==> config.mk <==
export PLATFORM = sky130hd
export DESIGN_NAME = twiddle_gen
export DESIGN_NICKNAME = d
export VERILOG_FILES = /design/src/twdl_cfg_pkg.sv /design/src/cordic_pkg.sv /design/src/twiddle_gen.sv /design/src/cordic_rotator.sv /design/src/twdl_phase_acc.sv /design/src/twdl_step_div.sv
export SDC_FILE = /design/constraint.sdc
export NUM_CORES = 2
export LEC_CHECK = 0
export ABC_AREA = 1
export BUFFER_PORTS_ARGS = -buffer_cell sky130_fd_sc_hd__buf_2
export CORE_UTILIZATION = 50
export DETAILED_ROUTE_END_ITERATION = 6
export GPL_ROUTABILITY_DRIVEN = 0
export GPL_TIMING_DRIVEN = 1
export PLACE_DENSITY = 0.64
export SYNTH_ARGS = -nofsm -noshare
export SYNTH_HDL_FRONTEND = slang
export SYNTH_HIERARCHICAL = 1
export SYNTH_SLANG_ARGS = --single-unit
==> constraint.sdc <==
create_clock -name clk -period 5.06 [get_ports clk]
set_input_delay 0 -clock clk [delete_from_list [all_inputs] [get_ports clk]]
set_output_delay 0 -clock clk [all_outputs]
set_load 0.02 [all_outputs]
==> src/twdl_cfg_pkg.sv <==
// --------------------------------------------------------------------
// widths and stream types of the twiddle generator
// modules import it in the body and use scoped names in the port list
// --------------------------------------------------------------------
`default_nettype none

package twdl_cfg_pkg;

	// width of n_points and run_len
	localparam int W_IN = 12;
	// one full turn is 2^W_PHASE
	localparam int W_PHASE = 20;
	// signed output component
	localparam int W_OUT = 16;

	// one configuration, held stable while cfg_req is high
	typedef struct packed {
		logic [W_IN-1:0] n_points;
		logic [W_IN-1:0] run_len;
	} twdl_cfg_t;

	// phase step 2^W_PHASE / n_points
	// quot is added every sample, rem feeds the carry accumulator
	typedef struct packed {
		logic [W_PHASE-1:0] quot;
		logic [W_IN-1:0]    rem;
	} twdl_step_t;

	// run framing on the sample stream
	typedef struct packed {
		logic sop;
		logic eop;
	} twdl_mark_t;

	// complex factor, re holds cos and im holds -sin
	typedef struct packed {
		logic signed [W_OUT-1:0] re;
		logic signed [W_OUT-1:0] im;
	} twdl_cplx_t;

endpackage

`default_nettype wire
==> src/cordic_pkg.sv <==
// --------------------------------------------------------------------
// constants of the phase-to-vector CORDIC rotator
// --------------------------------------------------------------------
`default_nettype none

package cordic_pkg;

	// table depth, upper bound for the iteration count
	localparam int MAX_ITER = 20;

	// atan(2^-i) in units of 2^-W_PHASE turns
	// entry 0 is one eighth of a turn
	localparam logic [twdl_cfg_pkg::W_PHASE-1:0] CORDIC_ATAN [MAX_ITER] = '{
		131072,
		77376,
		40884,
		20753,
		10417,
		5213,
		2607,
		1304,
		652,
		326,
		163,
		81,
		41,
		20,
		10,
		5,
		3,
		1,
		1,
		0
	};

	// 1/1.6468 in Q16
	// undoes the growth of the rotation stages
	localparam logic [15:0] CORDIC_GAIN_INV = 16'd39796;

endpackage

`default_nettype wire

==> src/twiddle_gen.sv <==
// --------------------------------------------------------------------
// twiddle generator top, config handshake in and factor stream out
// --------------------------------------------------------------------
`default_nettype none

module twiddle_gen #(
	parameter int AMPL   = 16384,
	parameter int N_ITER = 16
) (
	input  wire                            clk,
	input  wire                            rst_n,
	input  wire                            cfg_req,
	input  wire twdl_cfg_pkg::twdl_cfg_t   cfg,
	output logic                           cfg_ack,
	output twdl_cfg_pkg::twdl_cplx_t       dout,
	output logic                           dout_valid,
	output twdl_cfg_pkg::twdl_mark_t       dout_mark
);
	import twdl_cfg_pkg::*;

	// divider to accumulator
	logic               start;
	logic               busy;
	twdl_step_t         step;
	logic [W_IN-1:0]    n_points;
	logic [W_IN-1:0]    run_len;

	// accumulator to rotator
	logic [W_PHASE-1:0] phase;
	logic               phase_valid;
	twdl_mark_t         mark;

	twdl_step_div u_step_div (
		.clk      (clk),
		.rst_n    (rst_n),
		.cfg_req  (cfg_req),
		.cfg      (cfg),
		.busy     (busy),
		.cfg_ack  (cfg_ack),
		.start    (start),
		.step     (step),
		.n_points (n_points),
		.run_len  (run_len)
	);

	twdl_phase_acc u_phase_acc (
		.clk         (clk),
		.rst_n       (rst_n),
		.start       (start),
		.step        (step),
		.n_points    (n_points),
		.run_len     (run_len),
		.busy        (busy),
		.phase       (phase),
		.phase_valid (phase_valid),
		.mark        (mark)
	);

	cordic_rotator #(
		.AMPL   (AMPL),
		.N_ITER (N_ITER)
	) u_rotator (
		.clk         (clk),
		.rst_n       (rst_n),
		.phase       (phase),
		.phase_valid (phase_valid),
		.mark        (mark),
		.dout        (dout),
		.dout_valid  (dout_valid),
		.dout_mark   (dout_mark)
	);

endmodule

`default_nettype wire

==> src/cordic_rotator.sv <==
// --------------------------------------------------------------------
// pipelined CORDIC, phase in turns to (cos, -sin) scaled by AMPL
// fixed latency N_ITER+2, framing markers travel alongside
// --------------------------------------------------------------------
`default_nettype none

module cordic_rotator #(
	parameter int AMPL   = 16384,
	parameter int N_ITER = 16
) (
	input  wire                               clk,
	input  wire                               rst_n,
	input  wire [twdl_cfg_pkg::W_PHASE-1:0]   phase,
	input  wire                               phase_valid,
	input  wire twdl_cfg_pkg::twdl_mark_t     mark,
	output twdl_cfg_pkg::twdl_cplx_t          dout,
	output logic                              dout_valid,
	output twdl_cfg_pkg::twdl_mark_t          dout_mark
);
	import twdl_cfg_pkg::*;
	import cordic_pkg::*;

	// extra fraction bits against shift truncation
	localparam int GUARD = 3;
	// sign plus one bit of headroom above the output
	localparam int W_X = W_OUT + GUARD + 2;
	localparam int LAT = N_ITER + 2;
	// start magnitude with 1/K folded in, so the result ends at AMPL
	localparam int X0_INT = (AMPL * int'(CORDIC_GAIN_INV)) >>> (16 - GUARD);
	localparam logic signed [W_X-1:0] X0 = W_X'(X0_INT);
	// half an output LSB
	localparam logic signed [W_X-1:0] RND = W_X'(1 << (GUARD - 1));

	logic signed [W_X-1:0]     x_pipe [N_ITER+1];
	logic signed [W_X-1:0]     y_pipe [N_ITER+1];
	// residual angle, signed turns
	logic signed [W_PHASE-1:0] z_pipe [N_ITER+1];
	logic [1:0]                quad;
	logic signed [W_X-1:0]     x_rnd;
	logic signed [W_X-1:0]     y_rnd;
	logic [LAT-1:0]            vld_sr;
	twdl_mark_t [LAT-1:0]      mark_sr;
	// between sop and eop on the output
	logic                      in_run;

	if (N_ITER < 1 || N_ITER > MAX_ITER) begin : g_bad_iter
		$error("cordic_rotator: N_ITER out of range 1 to MAX_ITER");
	end

	// --------------------------------------------------------------------
	// quadrant folding
	// --------------------------------------------------------------------
	assign quad = phase[W_PHASE-1 -: 2];

	// pre-rotate the start vector by quad quarter turns
	// residual stays in [0, 1/4) turn, inside the convergence range
	always_ff @(posedge clk) begin
		case (quad)
			2'd0: begin
				x_pipe[0] <= X0;
				y_pipe[0] <= '0;
			end
			2'd1: begin
				x_pipe[0] <= '0;
				y_pipe[0] <= X0;
			end
			2'd2: begin
				x_pipe[0] <= -X0;
				y_pipe[0] <= '0;
			end
			default: begin
				x_pipe[0] <= '0;
				y_pipe[0] <= -X0;
			end
		endcase
		z_pipe[0] <= {2'b00, phase[W_PHASE-3:0]};
	end

	// --------------------------------------------------------------------
	// rotation stages
	// --------------------------------------------------------------------
	for (genvar i = 0; i < N_ITER; i++) begin : g_stage
		always_ff @(posedge clk) begin
			// turn toward zero residual
			if (!z_pipe[i][W_PHASE-1]) begin
				x_pipe[i+1] <= x_pipe[i] - (y_pipe[i] >>> i);
				y_pipe[i+1] <= y_pipe[i] + (x_pipe[i] >>> i);
				z_pipe[i+1] <= z_pipe[i] - $signed(CORDIC_ATAN[i]);
			end else begin
				x_pipe[i+1] <= x_pipe[i] + (y_pipe[i] >>> i);
				y_pipe[i+1] <= y_pipe[i] - (x_pipe[i] >>> i);
				z_pipe[i+1] <= z_pipe[i] + $signed(CORDIC_ATAN[i]);
			end
		end
	end

	// --------------------------------------------------------------------
	// output stage
	// --------------------------------------------------------------------
	// round half up, then drop guard bits
	assign x_rnd = x_pipe[N_ITER] + RND;
	// negated sine for the forward transform
	assign y_rnd = RND - y_pipe[N_ITER];

	always_ff @(posedge clk) begin
		dout.re <= x_rnd[GUARD +: W_OUT];
		dout.im <= y_rnd[GUARD +: W_OUT];
	end

	// valid and markers, one slot per pipeline stage
	always_ff @(posedge clk) begin
		if (!rst_n) begin
			vld_sr  <= '0;
			mark_sr <= '0;
		end else begin
			vld_sr  <= {vld_sr[LAT-2:0], phase_valid};
			mark_sr <= {mark_sr[LAT-2:0], mark};
		end
	end

	assign dout_valid = vld_sr[LAT-1];
	assign dout_mark = mark_sr[LAT-1];

	// run tracking on the output side
	always_ff @(posedge clk) begin
		if (!rst_n) begin
			in_run <= 1'b0;
		end else if (dout_valid) begin
			in_run <= (in_run || dout_mark.sop) && !dout_mark.eop;
		end
	end

	// every run that ends must have been opened
	a_eop_after_sop: assert property (@(posedge clk) disable iff (!rst_n)
		dout_valid && dout_mark.eop |-> in_run || dout_mark.sop);

endmodule

`default_nettype wire

==> src/twdl_phase_acc.sv <==
// --------------------------------------------------------------------
// exact phase of sample k, floor(k * 2^W_PHASE / N) mod one turn
// one sample per cycle for run_len cycles after start
// --------------------------------------------------------------------
`default_nettype none

module twdl_phase_acc (
	input  wire                               clk,
	input  wire                               rst_n,
	input  wire                               start,
	input  wire twdl_cfg_pkg::twdl_step_t     step,
	input  wire [twdl_cfg_pkg::W_IN-1:0]      n_points,
	input  wire [twdl_cfg_pkg::W_IN-1:0]      run_len,
	output logic                              busy,
	output logic [twdl_cfg_pkg::W_PHASE-1:0]  phase,
	output logic                              phase_valid,
	output twdl_cfg_pkg::twdl_mark_t          mark
);
	import twdl_cfg_pkg::*;

	// index k of the sample on the output
	logic [W_IN-1:0]    cnt;
	// fractional part of k*2^W_PHASE/N, in units of 1/N
	logic [W_IN-1:0]    rem;
	logic [W_IN:0]      rem_sum;
	logic [W_IN:0]      rem_diff;
	logic               carry;
	logic [W_IN-1:0]    rem_next;
	logic [W_PHASE-1:0] phase_next;
	logic               next_last;

	// --------------------------------------------------------------------
	// remainder carry
	// --------------------------------------------------------------------
	// both terms below n_points, so the sum needs one extra bit
	assign rem_sum = {1'b0, rem} + {1'b0, step.rem};
	assign rem_diff = rem_sum - {1'b0, n_points};
	assign carry = (rem_sum >= {1'b0, n_points});
	assign rem_next = carry ? rem_diff[W_IN-1:0] : rem_sum[W_IN-1:0];

	// wraps modulo one turn by width
	assign phase_next = phase + step.quot + W_PHASE'(carry);

	// sample k+1 is the last one of the run
	assign next_last = (cnt + 1'b1) == (run_len - 1'b1);

	// covers the start cycle too, so no request slips in
	assign busy = start | phase_valid;

	// --------------------------------------------------------------------
	// run control and framing
	// --------------------------------------------------------------------
	always_ff @(posedge clk) begin
		if (!rst_n) begin
			phase_valid <= 1'b0;
			mark        <= '0;
			cnt         <= '0;
		end else if (start) begin
			phase_valid <= 1'b1;
			cnt         <= '0;
			mark.sop    <= 1'b1;
			// a single-sample run is sop and eop at once
			mark.eop    <= (run_len == W_IN'(1));
		end else if (phase_valid) begin
			phase_valid <= !mark.eop;
			cnt         <= cnt + 1'b1;
			mark.sop    <= 1'b0;
			mark.eop    <= !mark.eop && next_last;
		end
	end

	// accumulator datapath
	always_ff @(posedge clk) begin
		if (start) begin
			phase <= '0;
			rem   <= '0;
		end else if (phase_valid) begin
			phase <= phase_next;
			rem   <= rem_next;
		end
	end

	// holds as long as the divider hands over a proper remainder
	a_rem_bound: assert property (@(posedge clk) disable iff (!rst_n)
		phase_valid |-> rem < n_points);

endmodule

`default_nettype wire

==> src/twdl_step_div.sv <==
// --------------------------------------------------------------------
// configuration slave, divides one turn by n_points, then starts a run
// --------------------------------------------------------------------
`default_nettype none

module twdl_step_div (
	input  wire                            clk,
	input  wire                            rst_n,
	input  wire                            cfg_req,
	input  wire twdl_cfg_pkg::twdl_cfg_t   cfg,
	input  wire                            busy,
	output logic                           cfg_ack,
	output logic                           start,
	output twdl_cfg_pkg::twdl_step_t       step,
	output logic [twdl_cfg_pkg::W_IN-1:0]  n_points,
	output logic [twdl_cfg_pkg::W_IN-1:0]  run_len
);
	import twdl_cfg_pkg::*;

	typedef enum logic [1:0] {S_IDLE, S_DIV, S_ACK} state_t;

	// W_PHASE+1 quotient bits plus one handoff cycle
	localparam int W_CNT = $clog2(W_PHASE + 2);

	state_t             state;
	logic [W_CNT-1:0]   cnt;
	logic [W_PHASE-1:0] quot;
	logic [W_IN-1:0]    rem;
	logic [W_IN:0]      trial;
	logic [W_IN:0]      diff;
	logic               accept;
	logic               last;

	// a request waits here while a run is still going
	assign accept = (state == S_IDLE) && cfg_req && !busy;
	assign last = (cnt == W_CNT'(W_PHASE + 1));

	// next partial remainder
	// only the leading dividend bit of 2^W_PHASE is set
	assign trial = {rem, (cnt == '0)};
	assign diff = trial - {1'b0, n_points};

	assign step = {quot, rem};

	// --------------------------------------------------------------------
	// handshake FSM
	// --------------------------------------------------------------------
	always_ff @(posedge clk) begin
		if (!rst_n) begin
			state   <= S_IDLE;
			cnt     <= '0;
			cfg_ack <= 1'b0;
			start   <= 1'b0;
		end else begin
			start <= 1'b0;
			case (state)
				S_IDLE: begin
					if (accept) begin
						state <= S_DIV;
						cnt   <= '0;
					end
				end
				S_DIV: begin
					cnt <= cnt + 1'b1;
					// step ready, launch run and answer together
					if (last) begin
						state   <= S_ACK;
						start   <= 1'b1;
						cfg_ack <= 1'b1;
					end
				end
				S_ACK: begin
					if (!cfg_req) begin
						state   <= S_IDLE;
						cfg_ack <= 1'b0;
					end
				end
				default: state <= S_IDLE;
			endcase
		end
	end

	// --------------------------------------------------------------------
	// restoring divider, one quotient bit per cycle
	// --------------------------------------------------------------------
	always_ff @(posedge clk) begin
		if (accept) begin
			n_points <= cfg.n_points;
			run_len  <= cfg.run_len;
			quot     <= '0;
			rem      <= '0;
		end else if (state == S_DIV && !last) begin
			if (trial >= {1'b0, n_points}) begin
				rem  <= diff[W_IN-1:0];
				quot <= {quot[W_PHASE-2:0], 1'b1};
			end else begin
				rem  <= trial[W_IN-1:0];
				quot <= {quot[W_PHASE-2:0], 1'b0};
			end
		end
	end

	// the master must offer a usable configuration
	a_cfg_legal: assert property (@(posedge clk) disable iff (!rst_n)
		accept |-> (cfg.n_points >= W_IN'(2)) && (cfg.run_len != '0));

	// ack only answers a pending request
	a_ack_req: assert property (@(posedge clk) disable iff (!rst_n)
		$rose(cfg_ack) |-> cfg_req);

endmodule

`default_nettype wire

==> results by group <==
Yosys
  • Synthesis-stage register bit count: between 1000 and 1500
  • Ranking of synthesized cells by area: dfxtp_1, ha_1, nand2_1
  • Synthesis Warnings: 6
  • Synth Instances: around 13000
  • Post-synth top area cell: dfxtp_1
  • Syn Nets: 13620
  • Post-synth EDFFs: 24
  • Mean Syn Cell Area: about 6.9 µm²
  • Main synth FF type: dfxtp_1
  • Most common cell in the netlist: nand2_1
  • Sequential-to-total area share from yosys stat: a little over a quarter
  • Synthesized cell area: between 80000 and 90000 µm²
  • Top cell type's share of synthesized area: between 20% and 30%
  • Synth async-reset ratio: 0%
  • Unique masters post-synth: 64
  • Synth top cells by count: nand2_1, inv_1, nor2_1, dfxtp_1, a21oi_1

Clock network
  • Root Buffer: clkbuf_16
  • TritonCTS Buffers: 130
  • Clock Latency Late Sink: roughly 0.78 ns
  • Clock Sinks: ~1200
  • Clk buf depth: 3
  • CTS tree: built
  • H-Tree Depth: 4
  • Clk pin slew, worst setup/hold paths: 0.06 ns

Timing
  • Clk_skew: 0.02642 ns
  • Maximum clock rate: about 220 MHz
  • Final setup TNS: 0 ns
  • Min Tclk post-route: approximately 4.6 ns
  • Slew @ Worst Pin: 1.192 ns
  • RSZ-0062 raised after global routing: false
  • Final Cycle Share: between 90% and 100%
  • Relative slew slack: 20.44%
  • Slew Viols, Final: 0
  • Endpoints failing hold: 0
  • Final setup violation count: 0

Placement
  • Port bufs: 62
  • DP HPWL: slightly below 200 mm

Die
  • I/O pin count: 63
  • # rows: about 150
  • Die area: approximately 170000 µm²
  • Starting Density: between 50% and 60%
  • Die Y: between 400 and 500 µm
  • Core Box Area: 170200 µm²
  • Die X: 417.0 µm

Routing
  • Vias per cell: ~5.3
  • DR iter-0 viols: approximately 5800
  • DRC viols: 0
  • Total Routed Length: 233.5 mm
  • Vias: roughly 81000
  • First drt pass iteration count: 7
  • Routed Antenna Nets: 0
  • Wire per inst: approximately 15 µm

Global route
  • Initial antenna violation count: 0
  • GRT overflow: 0
  • Largest net degree at the start of global routing: slightly below 60
  • Vias in the first global route: 77110
  • GRT Util Overall: between 20% and 30%
  • First-pass GRT wire length: between 300 and 400 mm

Critical path
  • Crit. Startpoint: u_step_div/rem[0]$_SDFFE_PP0P_
  • Crit start category: flop
  • Critical-path top delay cell: fa_1
  • Crit path max fanout: 4
  • Crit path largest cell delay: roughly 0.40 ns
  • Type of destination of the critical path: flop
  • Worst r2r src: u_step_div/rem[0]$_SDFFE_PP0P_
  • Worst path required time: 5.72 ns
  • CP arrival: approximately 5.3 ns
  • Crit Path Category: flop to flop

Worst hold path
  • Min-delay src: cfg[4]
  • Hold Path Class: primary input to flop

Finish
  • Ant diodes: 0
  • Syn-to-layout area delta: 9.303%
  • Share of post-route cells with drive strength above 1: 3.349%
  • Final nets: 13810

Job
  • MaxCap Viol Count: 0

Outcome
  • Status: finished clean
logic make-up (layout without fill, tap and decap cells):
kind of cell	count (synthesis)	after routing	share of synthesized area, %
compound gates	1939	1939	12.47
xor+xnor	926	926	9.437
fa+ha+maj	1043	1043	15.60
buf+inv	1642	1934	7.246
flops	1152	1152	27.06
simple gates	5845	5845	28.19
metal layers:
layer	vias to the layer above	wire length [µm]	track usage (%)	share of wire, %
met3	479	9876	2.898	4.2
met4	0	10410	11.71	4.5
met1	36620	99160	30.87	42
met2	2046	114100	47.53	49
li1	41440	-	-	-
met5	-	0	0	0
per-stage QoR:
stage               cells  area [µm²]  setup WS, ns  utilization [%]  hold WS [ns]
floorplan           12550       86100        0.5296                -       0.09887
global placement    14850       89130        0.2970            52.36        0.1782
detailed placement  14850       89130        0.3062            52.36        0.1792
CTS                 15130       94070        0.2585            55.26      0.006135
global route        15130       94110       0.03310            55.28      0.006083
finish              15130       94110        0.4469            55.28       0.03288
area by class of cell:
class                           instances  area (µm²)
Clock buffer                          172        3696
Clock inverter                         64       772.0
Fill cell                           16540       76120
Inverter                             1556        5841
Multi-Input combinational cell       9753       56600
Sequential cell                      1152       23300
Tap cell                             2295        2872
Timing Repair Buffer                  142        1028
what timing repair did:
item                                    4_1_cts  5_1_grt
endpoints found under the setup margin        0        5
hold buffers                                 47        0
gates resized for setup                       0       12
buffers inserted                              0        0
hold endpoints to repair                     90        0
flip-flops by register name, indices dropped and copies added, names as in the netlist:
signal	flops
u_step_div/rem	12
u_step_div/run_len	12
u_rotator/z_pipe	295
u_step_div/quot	20
u_step_div/state	2
u_phase_acc/mark	2
u_rotator/x_pipe	328
u_rotator/y_pipe	331
u_rotator/dout	32
u_step_div/cfg_ack	1
u_step_div/start	1
u_rotator/mark_sr	34
u_rotator/dout_mark	2
u_phase_acc/phase	20
u_phase_acc/rem	12
u_step_div/cnt	5
u_rotator/vld_sr	18
u_phase_acc/phase_valid	1
u_step_div/n_points	12
u_phase_acc/cnt	12
worst paths after layout:
kind	end	slack [ns]	depth (start not counted)
max	u_phase_acc/phase[12]$_SDFFE_PP0P_	0.45	30
min	u_step_div/run_len[4]$_DFFE_PP_	0.03	2
max reg2reg	u_phase_acc/phase[12]$_SDFFE_PP0P_	0.45	30
min reg2reg	u_rotator/z_pipe[1][2]$_DFF_P_	0.32	0
critical path: cells and delay by family (launching register included):
family,cells,cell delay [ns]
AND/OR/NAND/NOR,17,1.73
adder cells (fa/ha/maj),5,1.62
AO/OA/AOI/OAI,4,0.54
flip-flops,1,0.35
buffers and inverters,4,0.22
cell usage in the layout (no fill, tap or decap), types with 18 or more instances in the layout:
| cell | n |
|---|---|
| o21ai_1 | 30 |
| clkinv_2 | 22 |
| nand3_1 | 851 |
| clkbuf_16 | 134 |
| xnor2_1 | 179 |
| nor3_1 | 165 |
| fa_1 | 49 |
| o21bai_1 | 98 |
| nand2_1 | 3274 |
| clkbuf_1 | 18 |
| inv_1 | 1543 |
| a21oi_1 | 992 |
| and2_1 | 24 |
| nor2_1 | 1197 |
| dfxtp_1 | 1127 |
| dlygate4sd3_1 | 47 |
| o31ai_1 | 40 |
| clkbuf_8 | 20 |
| nand3b_1 | 31 |
| ha_1 | 989 |
| o21a_1 | 18 |
| a21boi_0 | 36 |
| nor4_1 | 56 |
| buf_4 | 33 |
| a31oi_1 | 41 |
| o21ai_0 | 501 |
| or2_2 | 18 |
| edfxtp_1 | 24 |
| xor2_1 | 745 |
| buf_2 | 62 |
| a21o_1 | 120 |
| nand4_1 | 170 |
Power is left out: the tool's default activity adds up to more than one toggle a clock period on the data nets, which glitch-free logic cannot reach.
